===== config.mk =====
export PLATFORM = sky130hd
export DESIGN_NAME = rv_issue_top
export DESIGN_NICKNAME = d
export VERILOG_FILES = /design/src/source/rv32i_pkg.sv /design/src/source/ooo_pkg.sv /design/src/source/inst_queue.sv /design/src/source/inst_fields.sv /design/src/source/operand_bypass.sv /design/src/source/issue_ctrl.sv /design/src/source/rv_issue_top.sv
export VERILOG_INCLUDE_DIRS = /design/src /design/src/source
export SDC_FILE = /design/constraint.sdc
export NUM_CORES = 1
export LEC_CHECK = 0
export BUFFER_PORTS_ARGS = -buffer_cell sky130_fd_sc_hd__buf_2
export CAP_MARGIN = 20
export CORE_AREA = 2 2 364 366
export CTS_CLUSTER_DIAMETER = 50
export DETAILED_ROUTE_END_ITERATION = 8
export DIE_AREA = 0 0 366 368
export PLACE_DENSITY = 0.57
export SETUP_SLACK_MARGIN = 0.05
export SYNTH_ARGS = -nofsm -noshare
export SYNTH_HDL_FRONTEND = slang
export SYNTH_SLANG_ARGS = --single-unit

===== constraint.sdc =====
create_clock -name clk -period 19.85 [get_ports clk]
set_input_delay 4.9625 -clock clk [delete_from_list [all_inputs] [get_ports clk]]
set_output_delay 4.9625 -clock clk [all_outputs]
set_load 0.01 [all_outputs]

===== src/source/rv_issue_config.svh =====
`ifndef RV_ISSUE_CONFIG_SVH
`define RV_ISSUE_CONFIG_SVH

`define XLEN        32 // data word width
`define REG_BITS    5
`define TAG_BITS    4  // tag 0 marks a register that is not waiting on the ROB
`define ROB_ENTRIES 16
`define IQ_DEPTH    8

`endif


===== src/source/rv32i_pkg.sv =====
`include "rv_issue_config.svh"

package rv32i_pkg;

    typedef logic [`XLEN-1:0]     rv32i_word;
    typedef logic [`REG_BITS-1:0] rv32i_reg;

    typedef enum logic [6:0] {
        op_lui   = 7'b0110111,
        op_auipc = 7'b0010111,
        op_jal   = 7'b1101111,
        op_br    = 7'b1100011,
        op_imm   = 7'b0010011, // register and immediate arithmetic
        op_reg   = 7'b0110011
    } rv32i_opcode;

    typedef enum logic [2:0] {
        add  = 3'b000, // sub in register form when funct7 bit 5 is set
        sll  = 3'b001,
        slt  = 3'b010,
        sltu = 3'b011,
        axor = 3'b100,
        sr   = 3'b101, // funct7 bit 5 selects the arithmetic shift
        aor  = 3'b110,
        aand = 3'b111
    } arith_funct3_t;

    typedef enum logic [2:0] {
        beq  = 3'b000,
        bne  = 3'b001,
        blt  = 3'b100,
        bge  = 3'b101,
        bltu = 3'b110,
        bgeu = 3'b111
    } branch_funct3_t;

    // sub and sra sit on the slt and sltu codes, which never reach the ALU station
    typedef enum logic [2:0] {
        alu_add = 3'b000,
        alu_sll = 3'b001,
        alu_sub = 3'b010,
        alu_sra = 3'b011,
        alu_xor = 3'b100,
        alu_srl = 3'b101,
        alu_or  = 3'b110,
        alu_and = 3'b111
    } alu_ops;

endpackage


===== src/source/ooo_pkg.sv =====
`include "rv_issue_config.svh"

package ooo_pkg;

    typedef logic [`TAG_BITS-1:0] tag_t; // names a ROB entry

    typedef enum logic {
        REG = 1'b0, // result goes to a register
        BR  = 1'b1  // resolves a branch prediction
    } op_type_t;

endpackage


===== src/source/inst_queue.sv =====
`timescale 1ns/10ps
`include "rv_issue_config.svh"

module inst_queue (
    input  logic                 clk,
    input  logic                 rst,
    input  logic                 i_push,
    input  rv32i_pkg::rv32i_word i_pc,
    input  rv32i_pkg::rv32i_word i_inst,
    input  logic                 i_br_pred,
    input  logic                 i_pop,
    output logic                 o_full,
    output logic                 o_valid,
    output rv32i_pkg::rv32i_word o_pc,
    output rv32i_pkg::rv32i_word o_inst,
    output logic                 o_br_pred
);
    import rv32i_pkg::*;

    localparam int PTR_W = $clog2(`IQ_DEPTH);
    localparam int CNT_W = $clog2(`IQ_DEPTH + 1);

    rv32i_word            pc_mem   [`IQ_DEPTH];
    rv32i_word            inst_mem [`IQ_DEPTH];
    logic [`IQ_DEPTH-1:0] pred_mem;
    logic [PTR_W-1:0]     wr_ptr;
    logic [PTR_W-1:0]     rd_ptr;
    logic [CNT_W-1:0]     count;
    logic                 do_push;
    logic                 do_pop;

    function automatic logic [PTR_W-1:0] next_ptr(input logic [PTR_W-1:0] ptr);
        if (ptr == PTR_W'(`IQ_DEPTH - 1)) begin
            return '0;
        end
        return ptr + 1'b1;
    endfunction

    assign o_full  = (count == CNT_W'(`IQ_DEPTH));
    assign o_valid = (count != '0);
    assign do_push = i_push && !o_full; // a push into a full queue is dropped
    assign do_pop  = i_pop && o_valid;

    assign o_pc      = pc_mem[rd_ptr];
    assign o_inst    = inst_mem[rd_ptr];
    assign o_br_pred = pred_mem[rd_ptr];

    always_ff @(posedge clk) begin
        if (rst) begin
            wr_ptr <= '0;
            rd_ptr <= '0;
            count  <= '0;
        end else begin
            if (do_push) begin
                wr_ptr <= next_ptr(wr_ptr);
            end
            if (do_pop) begin
                rd_ptr <= next_ptr(rd_ptr);
            end
            case ({do_push, do_pop})
                2'b10:   count <= count + 1'b1;
                2'b01:   count <= count - 1'b1;
                default: ; // both or neither leave the fill level alone
            endcase
        end
    end

    always_ff @(posedge clk) begin
        if (do_push) begin
            pc_mem[wr_ptr]   <= i_pc;
            inst_mem[wr_ptr] <= i_inst;
            pred_mem[wr_ptr] <= i_br_pred;
        end
    end

    a_no_overflow: assert property (@(posedge clk) disable iff (rst) !(i_push && o_full))
        else $error("inst_queue: push while full");

    a_no_underflow: assert property (@(posedge clk) disable iff (rst) !(i_pop && !o_valid))
        else $error("inst_queue: pop while empty");

endmodule


===== src/source/inst_fields.sv =====
`timescale 1ns/10ps

module inst_fields (
    input  rv32i_pkg::rv32i_word   i_inst,
    output rv32i_pkg::rv32i_opcode o_opcode,
    output logic [2:0]             o_funct3,
    output logic                   o_funct7_b5,
    output rv32i_pkg::rv32i_reg    o_rs1,
    output rv32i_pkg::rv32i_reg    o_rs2,
    output rv32i_pkg::rv32i_reg    o_rd,
    output rv32i_pkg::rv32i_word   o_i_imm,
    output rv32i_pkg::rv32i_word   o_b_imm,
    output rv32i_pkg::rv32i_word   o_u_imm
);
    import rv32i_pkg::*;

    assign o_opcode    = rv32i_opcode'(i_inst[6:0]);
    assign o_funct3    = i_inst[14:12];
    assign o_funct7_b5 = i_inst[30]; // only bit of funct7 that the kept opcodes look at

    assign o_rs1 = i_inst[19:15];
    assign o_rs2 = i_inst[24:20];
    assign o_rd  = i_inst[11:7];

    assign o_i_imm = {{21{i_inst[31]}}, i_inst[30:20]};
    assign o_b_imm = {{20{i_inst[31]}}, i_inst[7], i_inst[30:25], i_inst[11:8], 1'b0};
    assign o_u_imm = {i_inst[31:12], 12'h000};

endmodule


===== src/source/operand_bypass.sv =====
`timescale 1ns/10ps
`include "rv_issue_config.svh"

module operand_bypass (
    input  ooo_pkg::tag_t                                 i_reg_q,
    input  rv32i_pkg::rv32i_word                          i_reg_v,
    input  logic [`ROB_ENTRIES-1:0]                       i_rob_ready,
    input  rv32i_pkg::rv32i_word [`ROB_ENTRIES-1:0]       i_rob_vals,
    output ooo_pkg::tag_t                                 o_q,
    output rv32i_pkg::rv32i_word                          o_v
);
    import rv32i_pkg::*;
    import ooo_pkg::*;

    logic      hit;
    rv32i_word rob_val;

    // the producer already wrote back, so the operand no longer waits on the CDB
    assign hit     = (i_reg_q != '0) && i_rob_ready[i_reg_q];
    assign rob_val = i_rob_vals[i_reg_q];

    assign o_q = hit ? tag_t'(0) : i_reg_q;
    assign o_v = hit ? rob_val : i_reg_v;

endmodule


===== src/source/issue_ctrl.sv =====
`timescale 1ns/10ps

module issue_ctrl (
    input  logic                      clk,
    input  logic                      rst,
    input  logic                      i_valid,
    input  rv32i_pkg::rv32i_word      i_pc,
    input  logic                      i_br_pred,
    input  rv32i_pkg::rv32i_opcode    i_opcode,
    input  logic [2:0]                i_funct3,
    input  logic                      i_funct7_b5,
    input  rv32i_pkg::rv32i_reg       i_rd,
    input  rv32i_pkg::rv32i_word      i_i_imm,
    input  rv32i_pkg::rv32i_word      i_b_imm,
    input  rv32i_pkg::rv32i_word      i_u_imm,
    input  ooo_pkg::tag_t             i_qj,
    input  ooo_pkg::tag_t             i_qk,
    input  rv32i_pkg::rv32i_word      i_vj,
    input  rv32i_pkg::rv32i_word      i_vk,
    input  ooo_pkg::tag_t             i_tag_free,
    input  logic                      i_alu_ready,
    input  logic                      i_cmp_ready,
    output logic                      o_shift,
    output logic                      o_load_tag,
    output ooo_pkg::tag_t             o_tag_out,
    output rv32i_pkg::rv32i_reg       o_rd_out,
    output logic                      o_rob_valid,
    output ooo_pkg::op_type_t         o_rob_op,
    output rv32i_pkg::rv32i_reg       o_rob_dest,
    output logic                      o_alu_valid,
    output rv32i_pkg::alu_ops         o_alu_op,
    output rv32i_pkg::rv32i_word      o_alu_vj,
    output rv32i_pkg::rv32i_word      o_alu_vk,
    output ooo_pkg::tag_t             o_alu_qj,
    output ooo_pkg::tag_t             o_alu_qk,
    output ooo_pkg::tag_t             o_alu_dest,
    output logic                      o_cmp_valid,
    output logic                      o_cmp_is_br,
    output rv32i_pkg::branch_funct3_t o_cmp_op,
    output rv32i_pkg::rv32i_word      o_cmp_vj,
    output rv32i_pkg::rv32i_word      o_cmp_vk,
    output ooo_pkg::tag_t             o_cmp_qj,
    output ooo_pkg::tag_t             o_cmp_qk,
    output ooo_pkg::tag_t             o_cmp_dest,
    output rv32i_pkg::rv32i_word      o_cmp_pc,
    output rv32i_pkg::rv32i_word      o_cmp_b_imm,
    output logic                      o_cmp_br_pred
);
    import rv32i_pkg::*;
    import ooo_pkg::*;

    logic           known;
    logic           to_cmp;
    logic           is_br;
    logic           discard;
    logic           issue;
    alu_ops         alu_op;
    branch_funct3_t cmp_op;
    rv32i_word      vj;
    rv32i_word      vk;
    tag_t           qj;
    tag_t           qk;

    always_comb begin
        known  = 1'b1;
        to_cmp = 1'b0;
        is_br  = 1'b0;
        alu_op = alu_add;
        cmp_op = blt;
        vj     = i_vj;
        vk     = i_vk;
        qj     = i_qj;
        qk     = i_qk;
        case (i_opcode)
            op_imm, op_reg: begin
                if (i_opcode == op_imm) begin
                    vk = i_i_imm; // the immediate takes the place of rs2
                    qk = '0;
                end
                case (arith_funct3_t'(i_funct3))
                    slt: begin
                        to_cmp = 1'b1;
                        cmp_op = blt;
                    end
                    sltu: begin
                        to_cmp = 1'b1;
                        cmp_op = bltu;
                    end
                    add: begin
                        alu_op = (i_opcode == op_reg && i_funct7_b5) ? alu_sub : alu_add;
                    end
                    sr: begin
                        alu_op = i_funct7_b5 ? alu_sra : alu_srl;
                    end
                    default: begin
                        alu_op = alu_ops'(i_funct3);
                    end
                endcase
            end
            op_lui, op_auipc: begin
                vj = (i_opcode == op_auipc) ? i_pc : '0;
                vk = i_u_imm;
                qj = '0;
                qk = '0;
            end
            op_jal: begin
                vj = i_pc; // link value is pc + 4
                vk = rv32i_word'(4);
                qj = '0;
                qk = '0;
            end
            op_br: begin
                to_cmp = 1'b1;
                is_br  = 1'b1;
                cmp_op = branch_funct3_t'(i_funct3);
            end
            default: begin
                known = 1'b0;
            end
        endcase
    end

    // writes to x0 and unknown opcodes leave the queue without a dispatch
    assign discard = !known || (i_rd == '0 && !is_br);
    assign issue   = i_valid && !discard && (i_tag_free != '0)
                     && (to_cmp ? i_cmp_ready : i_alu_ready);

    assign o_shift    = issue || (i_valid && discard);
    assign o_load_tag = issue && !is_br;
    assign o_tag_out  = o_load_tag ? i_tag_free : '0;
    assign o_rd_out   = o_load_tag ? i_rd : '0;

    always_ff @(posedge clk) begin
        if (rst) begin
            o_rob_valid <= 1'b0;
            o_alu_valid <= 1'b0;
            o_cmp_valid <= 1'b0;
        end else begin
            o_rob_valid <= issue;
            o_alu_valid <= issue && !to_cmp;
            o_cmp_valid <= issue && to_cmp;
        end
    end

    always_ff @(posedge clk) begin
        if (issue) begin
            o_rob_op      <= is_br ? BR : REG;
            o_rob_dest    <= i_rd;
            o_alu_op      <= alu_op;
            o_alu_vj      <= vj;
            o_alu_vk      <= vk;
            o_alu_qj      <= qj;
            o_alu_qk      <= qk;
            o_alu_dest    <= i_tag_free;
            o_cmp_is_br   <= is_br;
            o_cmp_op      <= cmp_op;
            o_cmp_vj      <= vj;
            o_cmp_vk      <= vk;
            o_cmp_qj      <= qj;
            o_cmp_qk      <= qk;
            o_cmp_dest    <= i_tag_free;
            o_cmp_pc      <= is_br ? i_pc : '0; // set-less-than has no branch target
            o_cmp_b_imm   <= is_br ? i_b_imm : '0;
            o_cmp_br_pred <= is_br && i_br_pred;
        end
    end

    a_one_station: assert property (@(posedge clk) disable iff (rst)
        !(o_alu_valid && o_cmp_valid))
        else $error("issue_ctrl: both stations got a dispatch");

    a_tag_with_shift: assert property (@(posedge clk) disable iff (rst)
        o_load_tag |-> o_shift ##1 (o_rob_valid && o_rob_op == REG))
        else $error("issue_ctrl: tag load without a matching pop and ROB entry");

endmodule


===== src/source/rv_issue_top.sv =====
`timescale 1ns/10ps
`include "rv_issue_config.svh"

module rv_issue_top (
    input  logic                                    clk,
    input  logic                                    rst,
    input  logic                                    i_push,
    input  rv32i_pkg::rv32i_word                    i_pc,
    input  rv32i_pkg::rv32i_word                    i_inst,
    input  logic                                    i_br_pred,
    output logic                                    o_full,
    output rv32i_pkg::rv32i_reg                     o_rs1,
    output rv32i_pkg::rv32i_reg                     o_rs2,
    input  ooo_pkg::tag_t                           i_reg_qj,
    input  ooo_pkg::tag_t                           i_reg_qk,
    input  rv32i_pkg::rv32i_word                    i_reg_vj,
    input  rv32i_pkg::rv32i_word                    i_reg_vk,
    output logic                                    o_load_tag,
    output ooo_pkg::tag_t                           o_tag_out,
    output rv32i_pkg::rv32i_reg                     o_rd_out,
    input  ooo_pkg::tag_t                           i_rob_tag_ready,
    input  logic [`ROB_ENTRIES-1:0]                 i_rob_ready,
    input  rv32i_pkg::rv32i_word [`ROB_ENTRIES-1:0] i_rob_vals,
    output logic                                    o_rob_valid,
    output ooo_pkg::op_type_t                       o_rob_op,
    output rv32i_pkg::rv32i_reg                     o_rob_dest,
    input  logic                                    i_alu_ready,
    input  logic                                    i_cmp_ready,
    output logic                                    o_alu_valid,
    output rv32i_pkg::alu_ops                       o_alu_op,
    output rv32i_pkg::rv32i_word                    o_alu_vj,
    output rv32i_pkg::rv32i_word                    o_alu_vk,
    output ooo_pkg::tag_t                           o_alu_qj,
    output ooo_pkg::tag_t                           o_alu_qk,
    output ooo_pkg::tag_t                           o_alu_dest,
    output logic                                    o_cmp_valid,
    output logic                                    o_cmp_is_br,
    output rv32i_pkg::branch_funct3_t               o_cmp_op,
    output rv32i_pkg::rv32i_word                    o_cmp_vj,
    output rv32i_pkg::rv32i_word                    o_cmp_vk,
    output ooo_pkg::tag_t                           o_cmp_qj,
    output ooo_pkg::tag_t                           o_cmp_qk,
    output ooo_pkg::tag_t                           o_cmp_dest,
    output rv32i_pkg::rv32i_word                    o_cmp_pc,
    output rv32i_pkg::rv32i_word                    o_cmp_b_imm,
    output logic                                    o_cmp_br_pred
);
    import rv32i_pkg::*;
    import ooo_pkg::*;

    logic        head_valid;
    rv32i_word   head_pc;
    rv32i_word   head_inst;
    logic        head_br_pred;
    logic        shift;
    rv32i_opcode opcode;
    logic [2:0]  funct3;
    logic        funct7_b5;
    rv32i_reg    rd;
    rv32i_word   i_imm;
    rv32i_word   b_imm;
    rv32i_word   u_imm;
    tag_t        qj;
    tag_t        qk;
    rv32i_word   vj;
    rv32i_word   vk;

    inst_queue u_queue (
        .clk       (clk),
        .rst       (rst),
        .i_push    (i_push),
        .i_pc      (i_pc),
        .i_inst    (i_inst),
        .i_br_pred (i_br_pred),
        .i_pop     (shift),
        .o_full    (o_full),
        .o_valid   (head_valid),
        .o_pc      (head_pc),
        .o_inst    (head_inst),
        .o_br_pred (head_br_pred)
    );

    inst_fields u_fields (
        .i_inst      (head_inst),
        .o_opcode    (opcode),
        .o_funct3    (funct3),
        .o_funct7_b5 (funct7_b5),
        .o_rs1       (o_rs1), // register file answers in the same cycle
        .o_rs2       (o_rs2),
        .o_rd        (rd),
        .o_i_imm     (i_imm),
        .o_b_imm     (b_imm),
        .o_u_imm     (u_imm)
    );

    operand_bypass u_bypass_j (
        .i_reg_q     (i_reg_qj),
        .i_reg_v     (i_reg_vj),
        .i_rob_ready (i_rob_ready),
        .i_rob_vals  (i_rob_vals),
        .o_q         (qj),
        .o_v         (vj)
    );

    operand_bypass u_bypass_k (
        .i_reg_q     (i_reg_qk),
        .i_reg_v     (i_reg_vk),
        .i_rob_ready (i_rob_ready),
        .i_rob_vals  (i_rob_vals),
        .o_q         (qk),
        .o_v         (vk)
    );

    // dispatch, register-file and ROB outputs share their names with the top ports
    issue_ctrl u_ctrl (
        .i_valid     (head_valid),
        .i_pc        (head_pc),
        .i_br_pred   (head_br_pred),
        .i_opcode    (opcode),
        .i_funct3    (funct3),
        .i_funct7_b5 (funct7_b5),
        .i_rd        (rd),
        .i_i_imm     (i_imm),
        .i_b_imm     (b_imm),
        .i_u_imm     (u_imm),
        .i_qj        (qj),
        .i_qk        (qk),
        .i_vj        (vj),
        .i_vk        (vk),
        .i_tag_free  (i_rob_tag_ready),
        .o_shift     (shift),
        .*
    );

endmodule


==> results.yml <==
pwr:
  pwr-share-clk_pct: 35.3
  swShare_pct: 29.8
  peakVddDrop_uv: 56.5
  power_density_mw_per_mm2: 101
  pwr-share-comb_pct: 25.9
  p_leak_nw: 15.2
  p_sw_mw: 1.30
  seqPwrFrac_pct: 38.8
  p_int_mw: 3.07
critical_path:
  endpoint_kind: "primary output"
  critPathMaxFanout: 7
  max_stage_delay_ps: 460
  crit_path_top_delay_cell: "nor4_1"
  cp.required_ps: 14890
  worst-setup-path-type: "in -> out"
  start_kind: "input port"
  r2r-end: "u_ctrl.o_cmp_qj[3]"
  cp_data_arrival_time_ps: 6290
  path_common_cell: "buf_2"
  r2r_cells: 11
  r2r_slack_ps: 12860
  crit_chain: "buf_2 > nor4_1 > or2_2 > nor3_2 > and2_1 > buf_2"
global_route:
  grtUsageTotal_pct: 20.4
  grt_overflow: 0
  grt_pass1_vias: 22600
  antenna_found_initial: 77
  grt_max_degree: 69
  grt_pass1_wl_um: 189000
cells_and_area:
  regArea_mm2: 0.0199
  instances_no_fill: 4449
  nets: 3283
  fill_cells: 12800
  syn2layout_area_growth_pct: 25.8
  drive_above_1_share_pct: 59.7
  multi_input_area_mm2: 0.0133
detailed_routing:
  drc_errors: 0
  vias: 22900
  routed_wl_um: 141000
  first_iter_violations: 2452
  firstDrtPassIters: 5
  viasPerCell: 5.15
  wl_per_cell_um: 31.8
  ant_nets: 0
timing:
  clock_skew_ps: 33.4
  slew_violations: 0
  rsz0062_at_grt: "false"
  fmax_ghz: 0.0889
  tightest_slew_ps: 1160
  totalNegativeSetupSlack_ps: 0
  period_minus_slack_ps: 11250
  setup_viol: 0
  hold_viol_final: 0
  max_slew_margin_pct: 22.1
  period_share_pct: 56.7
die:
  rows: 133
  die_w_um: 366
  initial_core_util_pct: 26.3
  io-pin-count: 928
  die-area_mm2: 0.135
  die_y_um: 368
  coreArea_mm2: 0.131
synthesis:
  synth_mux_area_share_pct: 33.6
  synth-compound-area-share_pct: 1.95
  ys_async_sr_fraction_pct: 0
  synth_top_family_by_area: "multiplexers"
  synth-xor-area-share_pct: 0.0763
  synth-edff-count: 653
  synth-simple-area-share_pct: 2.39
  syn_area_mm2: 0.0344
  yosys_warnings: 0
  ys_ff_latch: 669
  synth.distinct_cells: 54
  synthFlopType: "edfxtp_1"
  seq_area_frac_synth_pct: 57.9
  netlist_instances: 1785
  syn_area_per_cell_um2: 19.3
  syn_nets: 2467
  synthAdderAreaFrac_pct: 0.313
clock_tree:
  cts-root-buf: "clkbuf_16"
  clock_path_buffers: 3
  post_cts_buffers: 0
  cts_hold_buf: 0
  insertion_delay_ps: 670
  clock_sinks: 669
  postCtsResizedCells: 0
  numCtsBuffers: 80
  htreeDepth: 3
  clk_pin_slew_ps: 60
  cts_tree: "built"
min_path:
  holdPathStages: 2
  hp-class: "reg -> reg"
  holdPathEnd: "u_queue.count[3]"
  worstHoldStart: "u_queue.count[3]"
run_status:
  outcome: "finished, final reports clean"
flow_run:
  cap_violations: 0
placement:
  port_buffers: 926
  gp_congestion: 0.914
  hpwlAfterDp_um: 108000
  dp.cells: 4274
==> area by class of cell <==
class                           count  area share (%)
Clock inverter                     56            1.63
Multi-Input combinational cell    867            30.6
Inverter                           11          0.0953
Sequential cell                   669            46.0
Timing Repair Buffer              972            11.6
Antenna cell                       28           0.162
Tap cell                         1755            5.07
Clock buffer                       91            4.81
==> power groups by stage <==
stage	clock, mW	combinational (mW)	sequential [mW]
after floorplan	0	0.738	1.70
after global placement	0	1.14	1.72
after detailed placement	0	1.15	1.73
after CTS	1.57	1.15	1.70
after global routing	1.62	1.20	1.70
final	1.54	1.13	1.69
==> metal layers <==
layer,vias to the layer above,GRT usage (%),wire length (um)
li1,9285,-,-
met1,12100,26.7,57100
met2,1228,32.9,67200
met3,216,6.33,13500
met4,54,5.15,3240
met5,-,0,340
==> worst max-delay path by stage <==
stage | startpoint | end | slack [ps] | depth (start not counted)
floorplan | i_rob_tag_ready[0] | u_ctrl.o_alu_op[0] | 4560 | 4
detailed placement | i_rob_tag_ready[1] | o_tag_out[3] | 8660 | 6
global route | i_rob_tag_ready[1] | o_tag_out[3] | 8490 | 6
global placement | i_rob_tag_ready[1] | o_tag_out[0] | 8720 | 6
CTS | i_rob_tag_ready[1] | o_tag_out[3] | 8650 | 6
finish | i_rob_tag_ready[1] | o_tag_out[3] | 8600 | 6
==> kinds of logic (layout without fill, tap and decap cells) <==
group                      count (synthesis)  after routing
DFF                                      669            669
muxes                                    585            585
buffers and inverters                    249           1130
and+or+nand+nor                          164            164
AOI/OAI and AO/OA                        106            106
adders and majority gates                  8              8
xor gates and xnor gates                   3              3
other                                      1             29
==> cell usage after synthesis, types with 2 or more instances <==
master    instances  area share (%)
buf_4            97             2.1
nand2b_1          5           0.091
nor2_1           68            0.74
ha_1              7            0.25
nand2_1          19            0.21
nor3b_1           3           0.065
nor4_1            8            0.15
mux4_2          454              30
nor2b_1           4           0.073
buf_1            44            0.48
nand4_1           3           0.055
and2_1           16            0.29
inv_1            11            0.12
o22ai_1          39            0.71
nand3b_1          4           0.087
xor2_1            2           0.051
nor3_1           11            0.16
buf_2             7            0.10
mux2_2           15            0.49
edfxtp_1        653              57
mux2i_1         116             3.4
dfxtp_1          16            0.93
and3_1            2           0.036
clkbuf_1         89            0.97
or2_2             2           0.036
nand3_1          10            0.15
a21oi_1          25            0.36
o21ai_0          22            0.32
o221ai_1          8            0.20
==> cells in the final DEF (no fill, tap or decap), types with 4 or more instances in the layout <==
cell | netlist | routed
buf_2 | 7 | 919
nor4_1 | 8 | 7
clkbuf_16 | 0 | 82
o221ai_1 | 8 | 8
inv_6 | 0 | 6
nand2b_1 | 5 | 4
mux4_2 | 454 | 453
clkinv_1 | 0 | 12
nand2_1 | 19 | 18
nand3b_1 | 4 | 4
o22ai_1 | 39 | 39
buf_4 | 97 | 49
nor3_1 | 11 | 6
nor2b_1 | 4 | 4
ha_1 | 7 | 7
mux2i_1 | 116 | 116
a21oi_1 | 25 | 25
inv_1 | 11 | 11
clkbuf_1 | 89 | 9
o21ai_0 | 22 | 22
nand3_1 | 10 | 10
clkinv_2 | 0 | 10
dfxtp_1 | 16 | 13
edfxtp_1 | 653 | 653
mux2_2 | 15 | 15
clkinvlp_4 | 0 | 7
and2_1 | 16 | 16
diode_2 | 0 | 28
nor2_1 | 68 | 65
nor3_2 | 1 | 6
bufinv_16 | 0 | 12
==> registers in the layout, indices dropped and copies added (netlist names), 5 cells and up, named ones only <==
register / cells
u_queue.pc_mem: 256
u_ctrl.o_rob_dest: 5
u_ctrl.o_alu_vj: 32
u_queue.inst_mem: 256
u_ctrl.o_cmp_b_imm: 12
u_queue.pred_mem: 8
u_ctrl.o_alu_vk: 32
u_ctrl.o_cmp_pc: 32
==> per-stage QoR <==
step	power [mW]	hold WS (ps)	util, %	setup slack, ps	cell area [um^2]
detailed placement	2.87	511	30.9	8660	40500
CTS	4.41	519	33.1	8650	43300
floorplan	2.43	479	-	4560	34400
global placement	2.86	497	30.9	8720	40500
finish	4.37	519	33.1	8600	43300
global route	4.53	559	33.1	8490	43300
==> worst max-delay path, delay by kind of cell <==
family        cells  cell delay, ps
buf+inv           2             240
simple gates      4            1080
Note: power is estimated with default switching activity, not from simulation.
